`src/common/client_pkg.sv`:
```
// Shared definitions for the packet client hub
// Client count, bank geometry, header layout, reply latency and the enums

package client_pkg;

	// Four identical register clients behind the hub
	localparam int N_CLIENTS = 4;
	localparam int CLIENT_W  = $clog2(N_CLIENTS);  // Width of a client index

	// Per-client register bank
	localparam int BANK_DEPTH = 16;                   // Bytes per bank
	localparam int ADDR_W     = $clog2(BANK_DEPTH);   // Low bits of the address byte

	// Payload header is id, opcode, start address
	localparam int HDR_LEN = 3;

	// len_c runs 8 above the remaining byte count
	// Smallest legal len_c on byte 0 leaves room for one data byte
	localparam int MIN_LEN = 8 + HDR_LEN + 1;

	// Edges from an accepted byte to its reply on odata
	localparam int LAT = 3;

	// Opcodes carried in header byte 1
	typedef enum logic [7:0] {
		OP_ECHO  = 8'd0,  // Reply with the data byte
		OP_READ  = 8'd1,  // Reply with bank contents
		OP_WRITE = 8'd2   // Reply with old contents, store new byte
	} op_t;

	// Steer position within a payload
	typedef enum logic [1:0] {
		ST_ID   = 2'd0,   // Next byte is the client id (or bus idle)
		ST_OP   = 2'd1,   // Next byte is the opcode
		ST_ADDR = 2'd2,   // Next byte is the start address
		ST_DATA = 2'd3    // Data bytes until the window closes
	} steer_state_t;

endpackage

```
`src/common/client_if.sv`:
```
// Byte stream from the steer to one register client, and its reply
// Steer drives the request side, merge reads the reply
`timescale 1ns/1ps

interface client_if;

	logic strobe;                             // Data byte for this client
	logic first;                              // First data byte of the packet
	logic [7:0] data;                         // The data byte
	client_pkg::op_t op;                      // Opcode latched from the header
	logic [client_pkg::ADDR_W-1:0] addr;      // Start address from the header
	logic [7:0] reply;                        // Reply byte, one clock later

	modport steer (
		output strobe, first, data, op, addr
	);

	modport client (
		input strobe, first, data, op, addr,
		output reply
	);

	// Merge only collects replies
	modport merge (
		input reply
	);

endinterface

```
`src/rtl/client_steer.sv`:
```
// Header parser and fan-out for the client hub
// Checks id and length on byte 0, routes data bytes to one client
`timescale 1ns/1ps

module client_steer (
	input clk,
	input reset,
	input [10:0] len_c,
	input [7:0] idata,
	input raw_l,
	input raw_s,
	output logic hdr_valid,
	output [7:0] hdr_data,
	client_if.steer clients [client_pkg::N_CLIENTS]
);

	client_pkg::steer_state_t state;
	logic acc;                                       // Byte accepted this edge
	logic [client_pkg::CLIENT_W-1:0] id_q;           // Target client
	logic rej_q;                                     // Bad id or short packet
	client_pkg::op_t op_q;
	logic [client_pkg::ADDR_W-1:0] addr_q;
	logic first_pend;                                // Next data byte is the first
	logic [7:0] byte_q;                              // Byte registered for all sinks
	logic first_q;
	logic [client_pkg::N_CLIENTS-1:0] strobe_q;

	// Bytes outside the packet window do not count
	assign acc = raw_s & raw_l;

	// State falls back to ST_ID on any cycle without a byte
	// so ST_ID together with acc marks a packet start
	always_ff @(posedge clk) begin
		if (reset) begin
			state <= client_pkg::ST_ID;
		end else if (!acc) begin
			state <= client_pkg::ST_ID;
		end else begin
			case (state)
				client_pkg::ST_ID:   state <= client_pkg::ST_OP;
				client_pkg::ST_OP:   state <= client_pkg::ST_ADDR;
				client_pkg::ST_ADDR: state <= client_pkg::ST_DATA;
				default:             state <= client_pkg::ST_DATA;  // Stay until idle
			endcase
		end
	end

	// Header fields, held through the data phase
	always_ff @(posedge clk) begin
		if (acc && state == client_pkg::ST_ID) begin
			id_q <= idata[client_pkg::CLIENT_W-1:0];
		end
		if (acc && state == client_pkg::ST_OP) op_q <= client_pkg::op_t'(idata);
		if (acc && state == client_pkg::ST_ADDR) addr_q <= idata[client_pkg::ADDR_W-1:0];
		byte_q <= idata;  // Same byte feeds header echo and client data
	end

	// Reject flag and data-phase control
	always_ff @(posedge clk) begin
		if (reset) begin
			rej_q <= 1'b1;
			first_pend <= 1'b0;
			first_q <= 1'b0;
			strobe_q <= '0;
			hdr_valid <= 1'b0;
		end else begin
			if (acc && state == client_pkg::ST_ID) begin
				// Full id byte and length checked on byte 0
				rej_q <= (idata >= 8'(client_pkg::N_CLIENTS)) ||
					(len_c < 11'(client_pkg::MIN_LEN));
			end
			if (acc && state == client_pkg::ST_ADDR) first_pend <= 1'b1;
			else if (acc && state == client_pkg::ST_DATA) first_pend <= 1'b0;
			hdr_valid <= acc && state != client_pkg::ST_DATA;
			first_q <= first_pend;
			strobe_q <= '0;
			if (acc && state == client_pkg::ST_DATA && !rej_q) begin
				strobe_q[id_q] <= 1'b1;  // One-hot toward the addressed client
			end
		end
	end

	assign hdr_data = byte_q;

	// Fan out to every client, only the strobe differs
	for (genvar i = 0; i < client_pkg::N_CLIENTS; i++) begin : g_fan
		assign clients[i].strobe = strobe_q[i];
		assign clients[i].first = first_q;
		assign clients[i].data = byte_q;
		assign clients[i].op = op_q;
		assign clients[i].addr = addr_q;
	end

endmodule

```
`src/reg_client/reg_client.sv`:
```
// Register client with a 16-byte bank
// Executes READ, WRITE and ECHO on the data bytes steered to it
`timescale 1ns/1ps

module reg_client (
	input clk,
	input reset,
	client_if.client port
);

	logic [7:0] bank [client_pkg::BANK_DEPTH];
	logic [client_pkg::ADDR_W-1:0] ptr;       // Position for the next data byte
	logic [client_pkg::ADDR_W-1:0] cur;       // Position used by this byte
	logic [7:0] rd_byte;
	logic [7:0] reply_d;

	// First data byte starts at the header address
	assign cur = port.first ? port.addr : ptr;
	assign rd_byte = bank[cur];

	// Reply selection per opcode
	always_comb begin
		case (port.op)
			client_pkg::OP_READ:  reply_d = rd_byte;
			client_pkg::OP_WRITE: reply_d = rd_byte;    // Old contents go back
			client_pkg::OP_ECHO:  reply_d = port.data;
			default:              reply_d = 8'h00;      // Unknown opcode
		endcase
	end

	// Bank starts cleared, written only by WRITE
	always_ff @(posedge clk) begin
		if (reset) begin
			for (int i = 0; i < client_pkg::BANK_DEPTH; i++) begin
				bank[i] <= 8'h00;
			end
		end else if (port.strobe && port.op == client_pkg::OP_WRITE) begin
			bank[cur] <= port.data;
		end
	end

	// Pointer wraps naturally at BANK_DEPTH
	always_ff @(posedge clk) begin
		if (reset) begin
			ptr <= '0;
		end else if (port.strobe) begin
			ptr <= cur + 1'b1;
		end
	end

	// Quiet when not addressed, so the merge can OR
	always_ff @(posedge clk) begin
		if (reset) begin
			port.reply <= 8'h00;
		end else if (port.strobe) begin
			port.reply <= reply_d;
		end else begin
			port.reply <= 8'h00;
		end
	end

endmodule

```
`src/rtl/reply_merge.sv`:
```
// Reply merge for the client hub
// Lines the header echo up with client replies and registers odata
`timescale 1ns/1ps

module reply_merge (
	input clk,
	input reset,
	input hdr_valid,
	input [7:0] hdr_data,
	client_if.merge clients [client_pkg::N_CLIENTS],
	output logic [7:0] odata
);

	logic [7:0] hdr_echo;                                 // Header byte, one stage late
	logic [7:0] replies [client_pkg::N_CLIENTS];
	logic [7:0] merged;

	// Same stage as the client reply registers
	always_ff @(posedge clk) begin
		if (reset) hdr_echo <= 8'h00;
		else hdr_echo <= hdr_valid ? hdr_data : 8'h00;
	end

	// Gather replies out of the interface array
	for (genvar i = 0; i < client_pkg::N_CLIENTS; i++) begin : g_rep
		assign replies[i] = clients[i].reply;
	end

	// At most one source is nonzero for any byte
	always_comb begin
		merged = hdr_echo;
		for (int i = 0; i < client_pkg::N_CLIENTS; i++) begin
			merged = merged | replies[i];
		end
	end

	always_ff @(posedge clk) begin
		if (reset) odata <= 8'h00;
		else odata <= merged;
	end

endmodule

```
`src/rtl/client_hub.sv`:
```
// Packet client hub top level
// Steers payload bytes to four register clients and merges replies onto odata
`timescale 1ns/1ps

module client_hub (
	input clk,
	input reset,
	input [10:0] len_c,     // Remaining length plus 8
	input [7:0] idata,
	input raw_l,            // Packet window
	input raw_s,            // Payload byte strobe
	output [7:0] odata      // Reply, LAT clocks behind idata
);

	logic hdr_valid;
	logic [7:0] hdr_data;

	client_if cif [client_pkg::N_CLIENTS] ();

	client_steer u_steer (
		.clk(clk),
		.reset(reset),
		.len_c(len_c),
		.idata(idata),
		.raw_l(raw_l),
		.raw_s(raw_s),
		.hdr_valid(hdr_valid),
		.hdr_data(hdr_data),
		.clients(cif)
	);

	// One register client per interface
	for (genvar i = 0; i < client_pkg::N_CLIENTS; i++) begin : g_client
		reg_client u_client (
			.clk(clk),
			.reset(reset),
			.port(cif[i])
		);
	end

	reply_merge u_merge (
		.clk(clk),
		.reset(reset),
		.hdr_valid(hdr_valid),
		.hdr_data(hdr_data),
		.clients(cif),
		.odata(odata)
	);

endmodule

```
`config.mk`:
```
export PLATFORM = sky130hd
export DESIGN_NAME = client_hub
export DESIGN_NICKNAME = d
export VERILOG_FILES = /design/src/common/client_pkg.sv /design/src/common/client_if.sv /design/src/rtl/client_steer.sv /design/src/reg_client/reg_client.sv /design/src/rtl/reply_merge.sv /design/src/rtl/client_hub.sv
export SDC_FILE = /design/constraint.sdc
export NUM_CORES = 1
export LEC_CHECK = 0
export BUFFER_PORTS_ARGS = -buffer_cell sky130_fd_sc_hd__buf_2
export CORE_MARGIN = 2
export CORE_UTILIZATION = 57
export DETAILED_ROUTE_END_ITERATION = 10
export GPL_ROUTABILITY_DRIVEN = 0
export MAX_ROUTING_LAYER = met4
export PLACE_DENSITY = 0.82
export SYNTH_ARGS = -nofsm -noshare
export SYNTH_HDL_FRONTEND = slang
export SYNTH_SLANG_ARGS = --single-unit
```
`constraint.sdc`:
```
create_clock -name clk -period 2.7 [get_ports clk]
set_input_delay 0.135 -clock clk [delete_from_list [all_inputs] [get_ports clk]]
set_output_delay 0.135 -clock clk [all_outputs]
set_load 0.01 [all_outputs]
```
==> results_dict.tcl, run 1 <==
set metrics [dict create \
    hp-class "in -> reg" \
    ys.warnings.count 0 \
    ys_seq_elements 608 \
    period_share_pct 98.9 \
    tritoncts "done" \
    drive_gt1_share_pct 17.4 \
    h-tree-depth 2 \
    grt_use_met3_pct 3.91 \
    power_density_nw_per_um2 607 \
    synth_common_cells "526 x and2_1, 526 x edfxtp_1, 331 x nand2_1, 147 x nand3_1" \
    grt-busiest-layer "met2" \
    clock.fmax_mhz 375 \
    start_util_pct 57.9 \
    setup_viol 0 \
    remaining_drc_errors 0 \
    synth_nets 2537 \
    synthTopCellsByArea "edfxtp_1 56%, and2_1 12%, dfxtp_1 5.8%, nand2_1 4.4%, nand3_1 2.6%" \
    relSlewSlack_pct 50.4 \
    met1_usage_pct 37.6 \
    die-area_um2 51600 \
    worstSkewPairLatency_ns 0.63 \
    async_flop_share_pct 0 \
    antenna_left 0 \
    yosysTopAreaCell "edfxtp_1" \
    path_cells "buf_4, mux2_4, inv_2, ha_1, nand4_1, nor2_1, or2_2" \
    antenna_found_initial 2 \
    clk_pin_slew_worst_paths_ns 0.06 \
    netlist_area_um2 28400 \
    die_x_um 227 \
    stdcell_count 3316 \
    ctsLongestPathBuffers 3 \
    nets 2641 \
    critical_path_required_ns 3.01 \
    wl_per_cell_um 21.9 \
    coreArea_um2 49100 \
    synth_flop_cell "edfxtp_1" \
    gr-usage-all-layers_pct 29.5 \
    end_kind "flop" \
    outcome "finished, final reports clean" \
    cap_violations 0 \
    wirelength_mm 72.5 \
    finalClockSkew_ns 0.0204 \
    grt_max_degree 65 \
    timing_hold_violations_final 0 \
    grt_util_met2_pct 47.3 \
    critPathMaxStageDelay_ns 0.53 \
    p_leak_nw 12.1 \
    cts_made_buffers 59 \
    areaGrowthSynthToFinish_pct 12.6 \
    grt_first_pass_wirelength_mm 112 \
    num_rows 81 \
    vias_per_cell 6.10 \
    syn_inst 2498 \
    crit_path_max_fanout 20 \
    critPathKind "reg -> reg" \
    dp_hpwl_mm 47.9 \
    dr.pass1.iters 6 \
    num_io_pins 31 \
    grt-ovfl-total 0 \
    placedCellCount 3185 \
    synth_edf_count 526 \
    tightest_slew_ns 0.725 \
    fin_crit_ns 2.67 \
    cts_sinks 608 \
    arrival_ns 2.98 \
    yosysSeqAreaShare_pct 61.4 \
    cts-root-buf "clkbuf_16" \
    startpoint_type "flop" \
    io_buffers 28 \
    vias 20200 \
    finalPower_w 0.0194 \
    slew_viol_final 0 \
    ir_worst_vdd_v 0.000582 \
    drt_iter0_markers 2529 \
    avgSynthCellArea_um2 11.4 \
    yosys.cell_types.count 62 \
    synth_top_area_share_pct 55.6 \
    die_height_um 227 \
    grt_pass1_vias 20100 \
    cp_slowest_cell "dfxtp_4" \
]
[routing by layer]
metal,up-vias,wire length (µm),share of wire [%]
li1,9006,-,-
met1,9792,27500,38
met2,1171,35000,48
met3,266,6540,9.0
met4,0,3520,4.9
met5,-,0,0
[timing repair]
item                                    in CTS  in global routing
endpoints found under the setup margin      17                 62
cloned                                       0                  0
hold endpoints to repair                    35                  0
hold buffers                                17                  0
setup buffers                                0                  3
gates resized for setup                      2                 10
pin swaps                                    0                  2
[path summary, 6_finish.rpt]
| path | startpoint | depth (start not counted) | end | slack [ns] |
|---|---|---|---|---|
| worst min-delay path | idata[4] | 2 | u_steer.clients[0].data[4]$_DFF_P_ | 0.17 |
| worst max register to register | u_steer.clients[0].first$_SDFF_PP0_ | 7 | g_client[0].u_client.bank[12][6]$_SDFFCE_PN0P_ | 0.03 |
| worst min register to register | u_steer.first_pend$_SDFFE_PP0P_ | 1 | u_steer.clients[0].first$_SDFF_PP0_ | 0.46 |
| worst max-delay path | u_steer.clients[0].first$_SDFF_PP0_ | 7 | g_client[0].u_client.bank[12][6]$_SDFFCE_PN0P_ | 0.03 |
[metrics by stage]
step | setup slack, ns | cell area, µm² | TNS [ns] | hold WS, ns | utilization, %
floorplan | 0.169 | 28400 | 0 | 0.163 | -
global placement | 0.0426 | 29800 | 0 | 0.263 | 60.8
detailed placement | -0.0596 | 29800 | -0.464 | 0.267 | 60.8
CTS | -0.00248 | 31900 | -0.00535 | 0.156 | 65.1
global route | -0.00776 | 32000 | -0.0718 | 0.187 | 65.2
finish | 0.0300 | 32000 | 0 | 0.166 | 65.2
[final cells by class]
type	count	area [µm²]
Antenna cell	1	2.50
Clock buffer	87	1700
Clock inverter	23	220
Fill cell	3553	17100
Inverter	27	111
Multi-Input combinational cell	1702	10100
Sequential cell	608	17500
Tap cell	664	831
Timing Repair Buffer	204	1580
[registers in the layout (all words and copies together) (netlist names)]
signal                        cells
g_client.u_client.port.reply     32
g_client.u_client.ptr            16
u_merge.hdr_echo                  8
u_steer.id_q                      2
u_steer.hdr_valid                 1
u_steer.state                     2
u_steer.rej_q                     1
u_steer.clients.op                8
g_client.u_client.bank          512
u_steer.clients.first             1
u_steer.clients.data              8
u_steer.first_pend                1
u_merge.odata                     8
u_steer.strobe_q                  4
u_steer.clients.addr              4
[cell families after synthesis]
group	synth area share, %
DFF	61.4
muxes	3.80
and+or+nand+nor	24.3
adders and majority gates	0.705
buffers and inverters	3.26
xor gates and xnor gates	0.0925
AOI/OAI and AO/OA	6.47
[worst max-delay path, delay by kind of cell (launching register included)]
| kind | cells | cell delay, ns |
|---|---|---|
| adder cells (fa/ha/maj) | 1 | 0.15 |
| buffers and inverters | 2 | 0.29 |
| flip-flops | 1 | 0.53 |
| multiplexers | 1 | 0.34 |
| AND/OR/NAND/NOR | 3 | 1.04 |
[where the power goes]
group	switching [W]	internal, W
Sequential	0.000138	0.0104
Combinational	0.000417	0.000176
Clock	0.00349	0.00474
Total	0.00404	0.0154
[cell usage in the layout (no fill, tap or decap), drive strengths merged, types with 9 or more instances in the layout]
| master | netlist | routed |
|---|---|---|
| a211oi | 9 | 9 |
| buf | 78 | 187 |
| or4 | 14 | 14 |
| or2 | 65 | 65 |
| ha | 16 | 16 |
| a31oi | 9 | 9 |
| and2 | 527 | 527 |
| nand3 | 147 | 147 |
| mux4 | 11 | 11 |
| edfxtp | 526 | 526 |
| o22ai | 45 | 45 |
| nor3b | 9 | 9 |
| o211ai | 26 | 26 |
| clkinv | 1 | 16 |
| nor3 | 34 | 34 |
| dlygate4sd3 | 0 | 17 |
| inv | 26 | 29 |
| o21ai | 61 | 61 |
| a2111oi | 10 | 10 |
| nor2 | 110 | 110 |
| nand2 | 331 | 331 |
| nor4 | 17 | 17 |
| clkbuf | 83 | 87 |
| nor2b | 15 | 15 |
| dfxtp | 82 | 82 |
| a21oi | 106 | 106 |
| mux2 | 68 | 68 |
(Power assumes the default switching activity.)
==> inputs of run 2 (changes only) <==
--- a/config.mk
+++ b/config.mk
@@ -7,7 +7,7 @@
 export LEC_CHECK = 0
 export BUFFER_PORTS_ARGS = -buffer_cell sky130_fd_sc_hd__buf_2
 export CORE_MARGIN = 2
-export CORE_UTILIZATION = 57
+export CORE_UTILIZATION = 60
 export DETAILED_ROUTE_END_ITERATION = 10
 export GPL_ROUTABILITY_DRIVEN = 0
 export MAX_ROUTING_LAYER = met4
==> constraint.sdc (replaced) <==
create_clock -name clk -period 3.35 [get_ports clk]
set_input_delay 0.1675 -clock clk [delete_from_list [all_inputs] [get_ports clk]]
set_output_delay 0.1675 -clock clk [all_outputs]
set_load 0.01 [all_outputs]
==> run 2 against run 1 <==
Sequential share of layout area increased by 0.91 points. Power decreased by 19%. Clock skew increased by 0.0014 ns. Final cell count decreased by 3.3%. Global-route usage increased by 0.88 points. Die area decreased by 4.9%. Maximum frequency decreased by 18%. Count of clock-buffer cells in the layout decreased by 8. Combinational power decreased by 24%. Worst setup slack improved by 0.062 ns. Largest power group unchanged. Highest routed layer unchanged.
==> results_dict.tcl, run 2 (synthesis results as in run 1) <==
set metrics [dict create \
    coreArea_um2 46700 \
    worstSkewPairLatency_ns 0.63 \
    h-tree-depth 2 \
    power_density_nw_per_um2 500 \
    finalClockSkew_ns 0.0218 \
    hp-start "len_c[3]" \
    dr.pass1.iters 9 \
    outcome "finished, final reports clean" \
    start_util_pct 60.9 \
    arrival_ns 3.82 \
    p_leak_nw 11.8 \
    grt_pass1_vias 20000 \
    antenna_left 0 \
    largest_reg_flops 512 \
    r2r_cells 8 \
    relSlewSlack_pct 36.4 \
    startpoint_type "flop" \
    tightest_slew_ns 0.955 \
    crit_path_max_fanout 23 \
    setup_viol 0 \
    final_cell_mix "526 x and2_1, 526 x edfxtp_1, 331 x nand2_1, 147 x nand3_1, 109 x buf_4" \
    cts-resized-gates 0 \
    die_x_um 222 \
    cts-root-buf "clkbuf_16" \
    ctsLongestPathBuffers 3 \
    regMostFlops "g_client.u_client.bank" \
    n_antenna_cell 0 \
    grt_first_pass_wirelength_mm 112 \
    io_buffers 28 \
    dp_hpwl_mm 46.4 \
    end_kind "flop" \
    clk_pin_slew_worst_paths_ns 0.06 \
    startpoint "u_steer.clients[0].first$_SDFF_PP0_" \
    post-route-util_pct 67.4 \
    rr_endpoint "g_client[2].u_client.port.reply[2]$_SDFF_PP0_" \
    cts_made_buffers 59 \
    timing_hold_violations_final 0 \
    die-area_um2 49100 \
    nets 2588 \
    grt_max_degree 68 \
    slew_viol_final 0 \
    drive_gt1_share_pct 15.6 \
    dpl_worst_slack_ns 0.282 \
    areaGrowthSynthToFinish_pct 10.8 \
    vias_per_cell 6.23 \
    hp-class "in -> reg" \
    fill_cells 3359 \
    holdPathStages 6 \
    period_share_pct 97.2 \
    ir_worst_vdd_v 0.000515 \
    tritoncts "done" \
    critical_path_required_ns 3.91 \
    fin_tns_setup_ns 0 \
    grt-ovfl-total 0 \
    clock.fmax_mhz 307 \
    drt_iter0_markers 2653 \
    cap_violations 0 \
    vias 20000 \
    cts_sinks 608 \
    num_io_pins 31 \
    rsz0062_at_grt "false" \
    worstSetupEndpoint "g_client[2].u_client.port.reply[2]$_SDFF_PP0_" \
    ff2ff_setup_slack_ns 0.09 \
    die_height_um 222 \
    num_rows 79 \
    wirelength_mm 72.1 \
    critPathKind "reg -> reg" \
    post_cts_buffers 0 \
    gr-usage-all-layers_pct 30.3 \
    antenna_found_initial 0 \
    wl_per_cell_um 22.5 \
    r2r_start "u_steer.clients[0].first$_SDFF_PP0_" \
    fin_ws_ns 0.0922 \
    fin_crit_ns 3.26 \
    biggestRegsByFlops "g_client.u_client.bank: 512 flops, g_client.u_client.port.reply: 32 flops, g_client.u_client.ptr: 16 flops" \
    remaining_drc_errors 0 \
]
run 2: layer usage:
metal	share of wire (%)	up-vias	GRT usage, %
met2	48	1138	48.4
met1	38	9678	38.0
met4	4.7	0	13.7
met5	0	-	-
li1	-	8903	-
met3	10	257	5.80
run 2: where the power goes:
| group | total, W | switching, W | leakage (nW) | internal, W |
|---|---|---|---|---|
| Clock | 0.00674 | 0.00285 | 0.974 | 0.00389 |
| Sequential | 0.00854 | 0.000127 | 6.08 | 0.00842 |
| Combinational | 0.000448 | 0.000318 | 4.74 | 0.000130 |
run 2: layout make-up:
type | count | area (µm²) | share of cell area [%]
clock inverter | 32 | 264 | 0.839
multi-input combinational | 1702 | 10000 | 31.9
inverter | 27 | 109 | 0.346
timing repair buffer | 151 | 1110 | 3.54
tap | 607 | 759 | 2.41
sequential | 608 | 17500 | 55.5
clock buffer | 79 | 1720 | 5.46
run 2: timing repair:
| item | in CTS | in global routing |
|---|---|---|
| setup endpoints to repair | 0 | 0 |
| hold buffers | 14 | 0 |
| hold endpoints to repair | 32 | 0 |
run 2: worst max-delay path, stage by stage (launching register included):
cell and delay [ns]:
dfxtp_2 0.72, mux2_1 0.53, inv_4 0.20, buf_4 0.24, o21ai_1 0.19, o22ai_1 0.21, nor4_1 0.75, o21ai_1 0.16
a21oi_1 0.18
run 2: per-stage QoR:
step | hold slack [ns] | instance area [µm²] | total power (W) | instances
after CTS | 0.00292 | 31500 | 0.0157 | 3206
final | 0.0431 | 31500 | 0.0157 | 3206
after floorplan | 0.195 | 28400 | 0.00891 | 2498
after global routing | 0.0912 | 31500 | 0.0161 | 3206
after global placement | 0.300 | 29300 | 0.00910 | 3081
after detailed placement | 0.301 | 29300 | 0.00913 | 3081
run 2: how the worst min path moves through the flow:
stage                                          to
2_1_floorplan  u_steer.clients[0].data[0]$_DFF_P_
3_3_place_gp   u_steer.clients[0].data[4]$_DFF_P_
3_5_place_dp   u_steer.clients[0].data[4]$_DFF_P_
4_1_cts                u_steer.rej_q$_SDFFE_PP1P_
5_1_grt                u_steer.rej_q$_SDFFE_PP1P_
6_report               u_steer.rej_q$_SDFFE_PP1P_
==> inputs of run 3 (changes only) <==
--- a/config.mk
+++ b/config.mk
@@ -6,6 +6,7 @@
 export NUM_CORES = 1
 export LEC_CHECK = 0
 export BUFFER_PORTS_ARGS = -buffer_cell sky130_fd_sc_hd__buf_2
+export CORE_ASPECT_RATIO = 1.4
 export CORE_MARGIN = 2
 export CORE_UTILIZATION = 60
 export DETAILED_ROUTE_END_ITERATION = 10
==> run 3 against run 2 <==
Critical path depth grew 1. Die area about the same. Count of clock-buffer cells in the layout decreased by 3. Global-route usage fell by 0.30 points. Sequential power hardly changed. Non-clock buffer count down 30. Power fell by 2.7%. Sequential share of layout area grew 0.67 points. Critical path type unchanged. Critical endpoint is now g_client[3].u_client.port.reply[2]$_SDFF_PP0_.
==> results_dict.tcl, run 3 (synthesis results as in run 1) <==
set metrics [dict create \
    dp_hpwl_mm 46.6 \
    cts_sinks 608 \
    fin_crit_ns 3.15 \
    critPathKind "reg -> reg" \
    p_leak_nw 11.5 \
    clk_pin_slew_worst_paths_ns 0.07 \
    power_density_nw_per_um2 493 \
    cts_made_buffers 53 \
    clock.fmax_mhz 318 \
    nets 2552 \
    fin_ws_ns 0.203 \
    drt_iter0_markers 2345 \
    worstSkewPairLatency_ns 0.60 \
    coreArea_um2 46900 \
    ff2ff_setup_slack_ns 0.20 \
    r2r_cells 9 \
    n_antenna_cell 0 \
    cap_violations 0 \
    vias 19700 \
    die_x_um 188 \
    grt_use_met3_pct 3.99 \
    regMostFlops "g_client.u_client.bank" \
    h-tree-depth 2 \
    dr.pass1.iters 6 \
    wl_per_cell_um 22.5 \
    grt-busiest-layer "met2" \
    combPwrFrac_pct 3.0 \
    tightest_slew_ns 0.981 \
    seq_power_share_pct 55.7 \
    wirelength_mm 71.4 \
    num_rows 94 \
    crit_path_max_fanout 20 \
    areaGrowthSynthToFinish_pct 9.42 \
    hp-start "len_c[8]" \
    p_sw_share_pct 21.1 \
    num_io_pins 31 \
    grt_max_degree 66 \
    slew_viol_final 0 \
    drive_gt1_share_pct 14.5 \
    grt-ovfl-total 0 \
    switching_power_w 0.00322 \
    grt_pass1_vias 19700 \
    internal_power_w 0.0121 \
    post_cts_buffers 0 \
    hp-class "in -> reg" \
    die_height_um 261 \
    dpl_worst_slack_ns 0.331 \
    startpoint_type "flop" \
    tritoncts "done" \
    setup_viol 0 \
    arrival_ns 3.62 \
    grt_util_met2_pct 50.4 \
    finalClockSkew_ns 0.0138 \
    biggestRegsByFlops "g_client.u_client.bank: 512 flops, g_client.u_client.port.reply: 32 flops, g_client.u_client.ptr: 16 flops" \
    antenna_found_initial 0 \
    period_share_pct 93.9 \
    ctsLongestPathBuffers 3 \
    hold_path_end "u_steer.rej_q$_SDFFE_PP1P_" \
    ctsHoldBuffers 13 \
    rsz0062_at_grt "false" \
    ir_worst_vdd_v 0.000485 \
    met1_usage_pct 35.2 \
    fill_cells 3299 \
    end_kind "flop" \
    largest_reg_flops 512 \
    relSlewSlack_pct 34.6 \
    vias_per_cell 6.21 \
    grt_first_pass_wirelength_mm 110 \
    start_util_pct 60.5 \
    critical_path_required_ns 3.83 \
    io_buffers 28 \
    p_clk_share_pct 41.3 \
    cts-root-buf "clkbuf_16" \
    final_cell_mix "526 x and2_1, 526 x edfxtp_1, 331 x nand2_1, 147 x nand3_1" \
    r2r_start "u_steer.clients[0].first$_SDFF_PP0_" \
    fin_tns_setup_ns 0 \
    gr-usage-all-layers_pct 30.0 \
    timing_hold_violations_final 0 \
    outcome "finished, final reports clean" \
    antenna_left 0 \
    cts-resized-gates 0 \
    holdPathStages 6 \
    remaining_drc_errors 0 \
    rr_endpoint "g_client[3].u_client.port.reply[2]$_SDFF_PP0_" \
    die-area_um2 49100 \
]
[run 3: power by group through the flow]
stage	sequential [W]	combinational, W	clock, W
finish	0.00854	0.000456	0.00632
detailed placement	0.00870	0.000434	0
global placement	0.00868	0.000419	0
floorplan	0.00862	0.000293	0
CTS	0.00853	0.000447	0.00631
global route	0.00855	0.000482	0.00658
[run 3: cell type report]
cell class                      count  area, µm²  share of cell area, %
Multi-Input combinational cell   1702      10000                   32.3
Sequential cell                   608      17500                   56.2
Timing Repair Buffer              121        911                   2.93
Clock buffer                       76       1560                   5.01
Inverter                           27        109                  0.350
Clock inverter                     23        230                  0.741
Tap cell                          624        781                   2.51
[run 3: worst max-delay path by stage]
stage                     slack (ns)                                 start  depth (start not counted)                                        endpoint
after floorplan                 0.82  u_steer.clients[0].addr[0]$_DFFE_PP_                         10  g_client[2].u_client.bank[10][0]$_SDFFCE_PN0P_
after global placement          0.45   u_steer.clients[0].first$_SDFF_PP0_                          6   g_client[2].u_client.bank[4][7]$_SDFFCE_PN0P_
after detailed placement        0.33   u_steer.clients[0].first$_SDFF_PP0_                          6   g_client[2].u_client.bank[4][7]$_SDFFCE_PN0P_
after CTS                       0.32   u_steer.clients[0].first$_SDFF_PP0_                          6   g_client[2].u_client.bank[4][6]$_SDFFCE_PN0P_
after global routing          0.0008   u_steer.clients[0].first$_SDFF_PP0_                          5   g_client[2].u_client.bank[9][3]$_SDFFCE_PN0P_
final                           0.20   u_steer.clients[0].first$_SDFF_PP0_                          9   g_client[3].u_client.port.reply[2]$_SDFF_PP0_
[run 3: layer usage]
metal | vias to the layer above | routed length, µm
met1 | 9529 | 25700
met2 | 1112 | 35400
met3 | 294 | 5860
li1 | 8813 | -
met4 | 0 | 4470
met5 | - | 0
[run 3: per-stage QoR]
stage | power [W] | std cells | hold slack, ns | instance area, µm² | utilization [%]
final | 0.0153 | 3181 | 0.0115 | 31100 | 66.2
after global routing | 0.0156 | 3181 | 0.0761 | 31100 | 66.2
after CTS | 0.0153 | 3181 | 0.00729 | 31100 | 66.2
after detailed placement | 0.00913 | 3069 | 0.298 | 29200 | 62.1
after global placement | 0.00910 | 3069 | 0.299 | 29200 | 62.1
after floorplan | 0.00891 | 2498 | 0.195 | 28400 | -
[run 3: critical path, cell delays in order (launching register included)]
cell,delay [ns]
dfxtp_2,0.69
buf_4,0.32
and3_1,0.55
a21oi_1,0.15
buf_4,0.23
a2111oi_0,0.56
nor3_1,0.13
buf_4,0.18
o211ai_1,0.11
a21oi_1,0.10
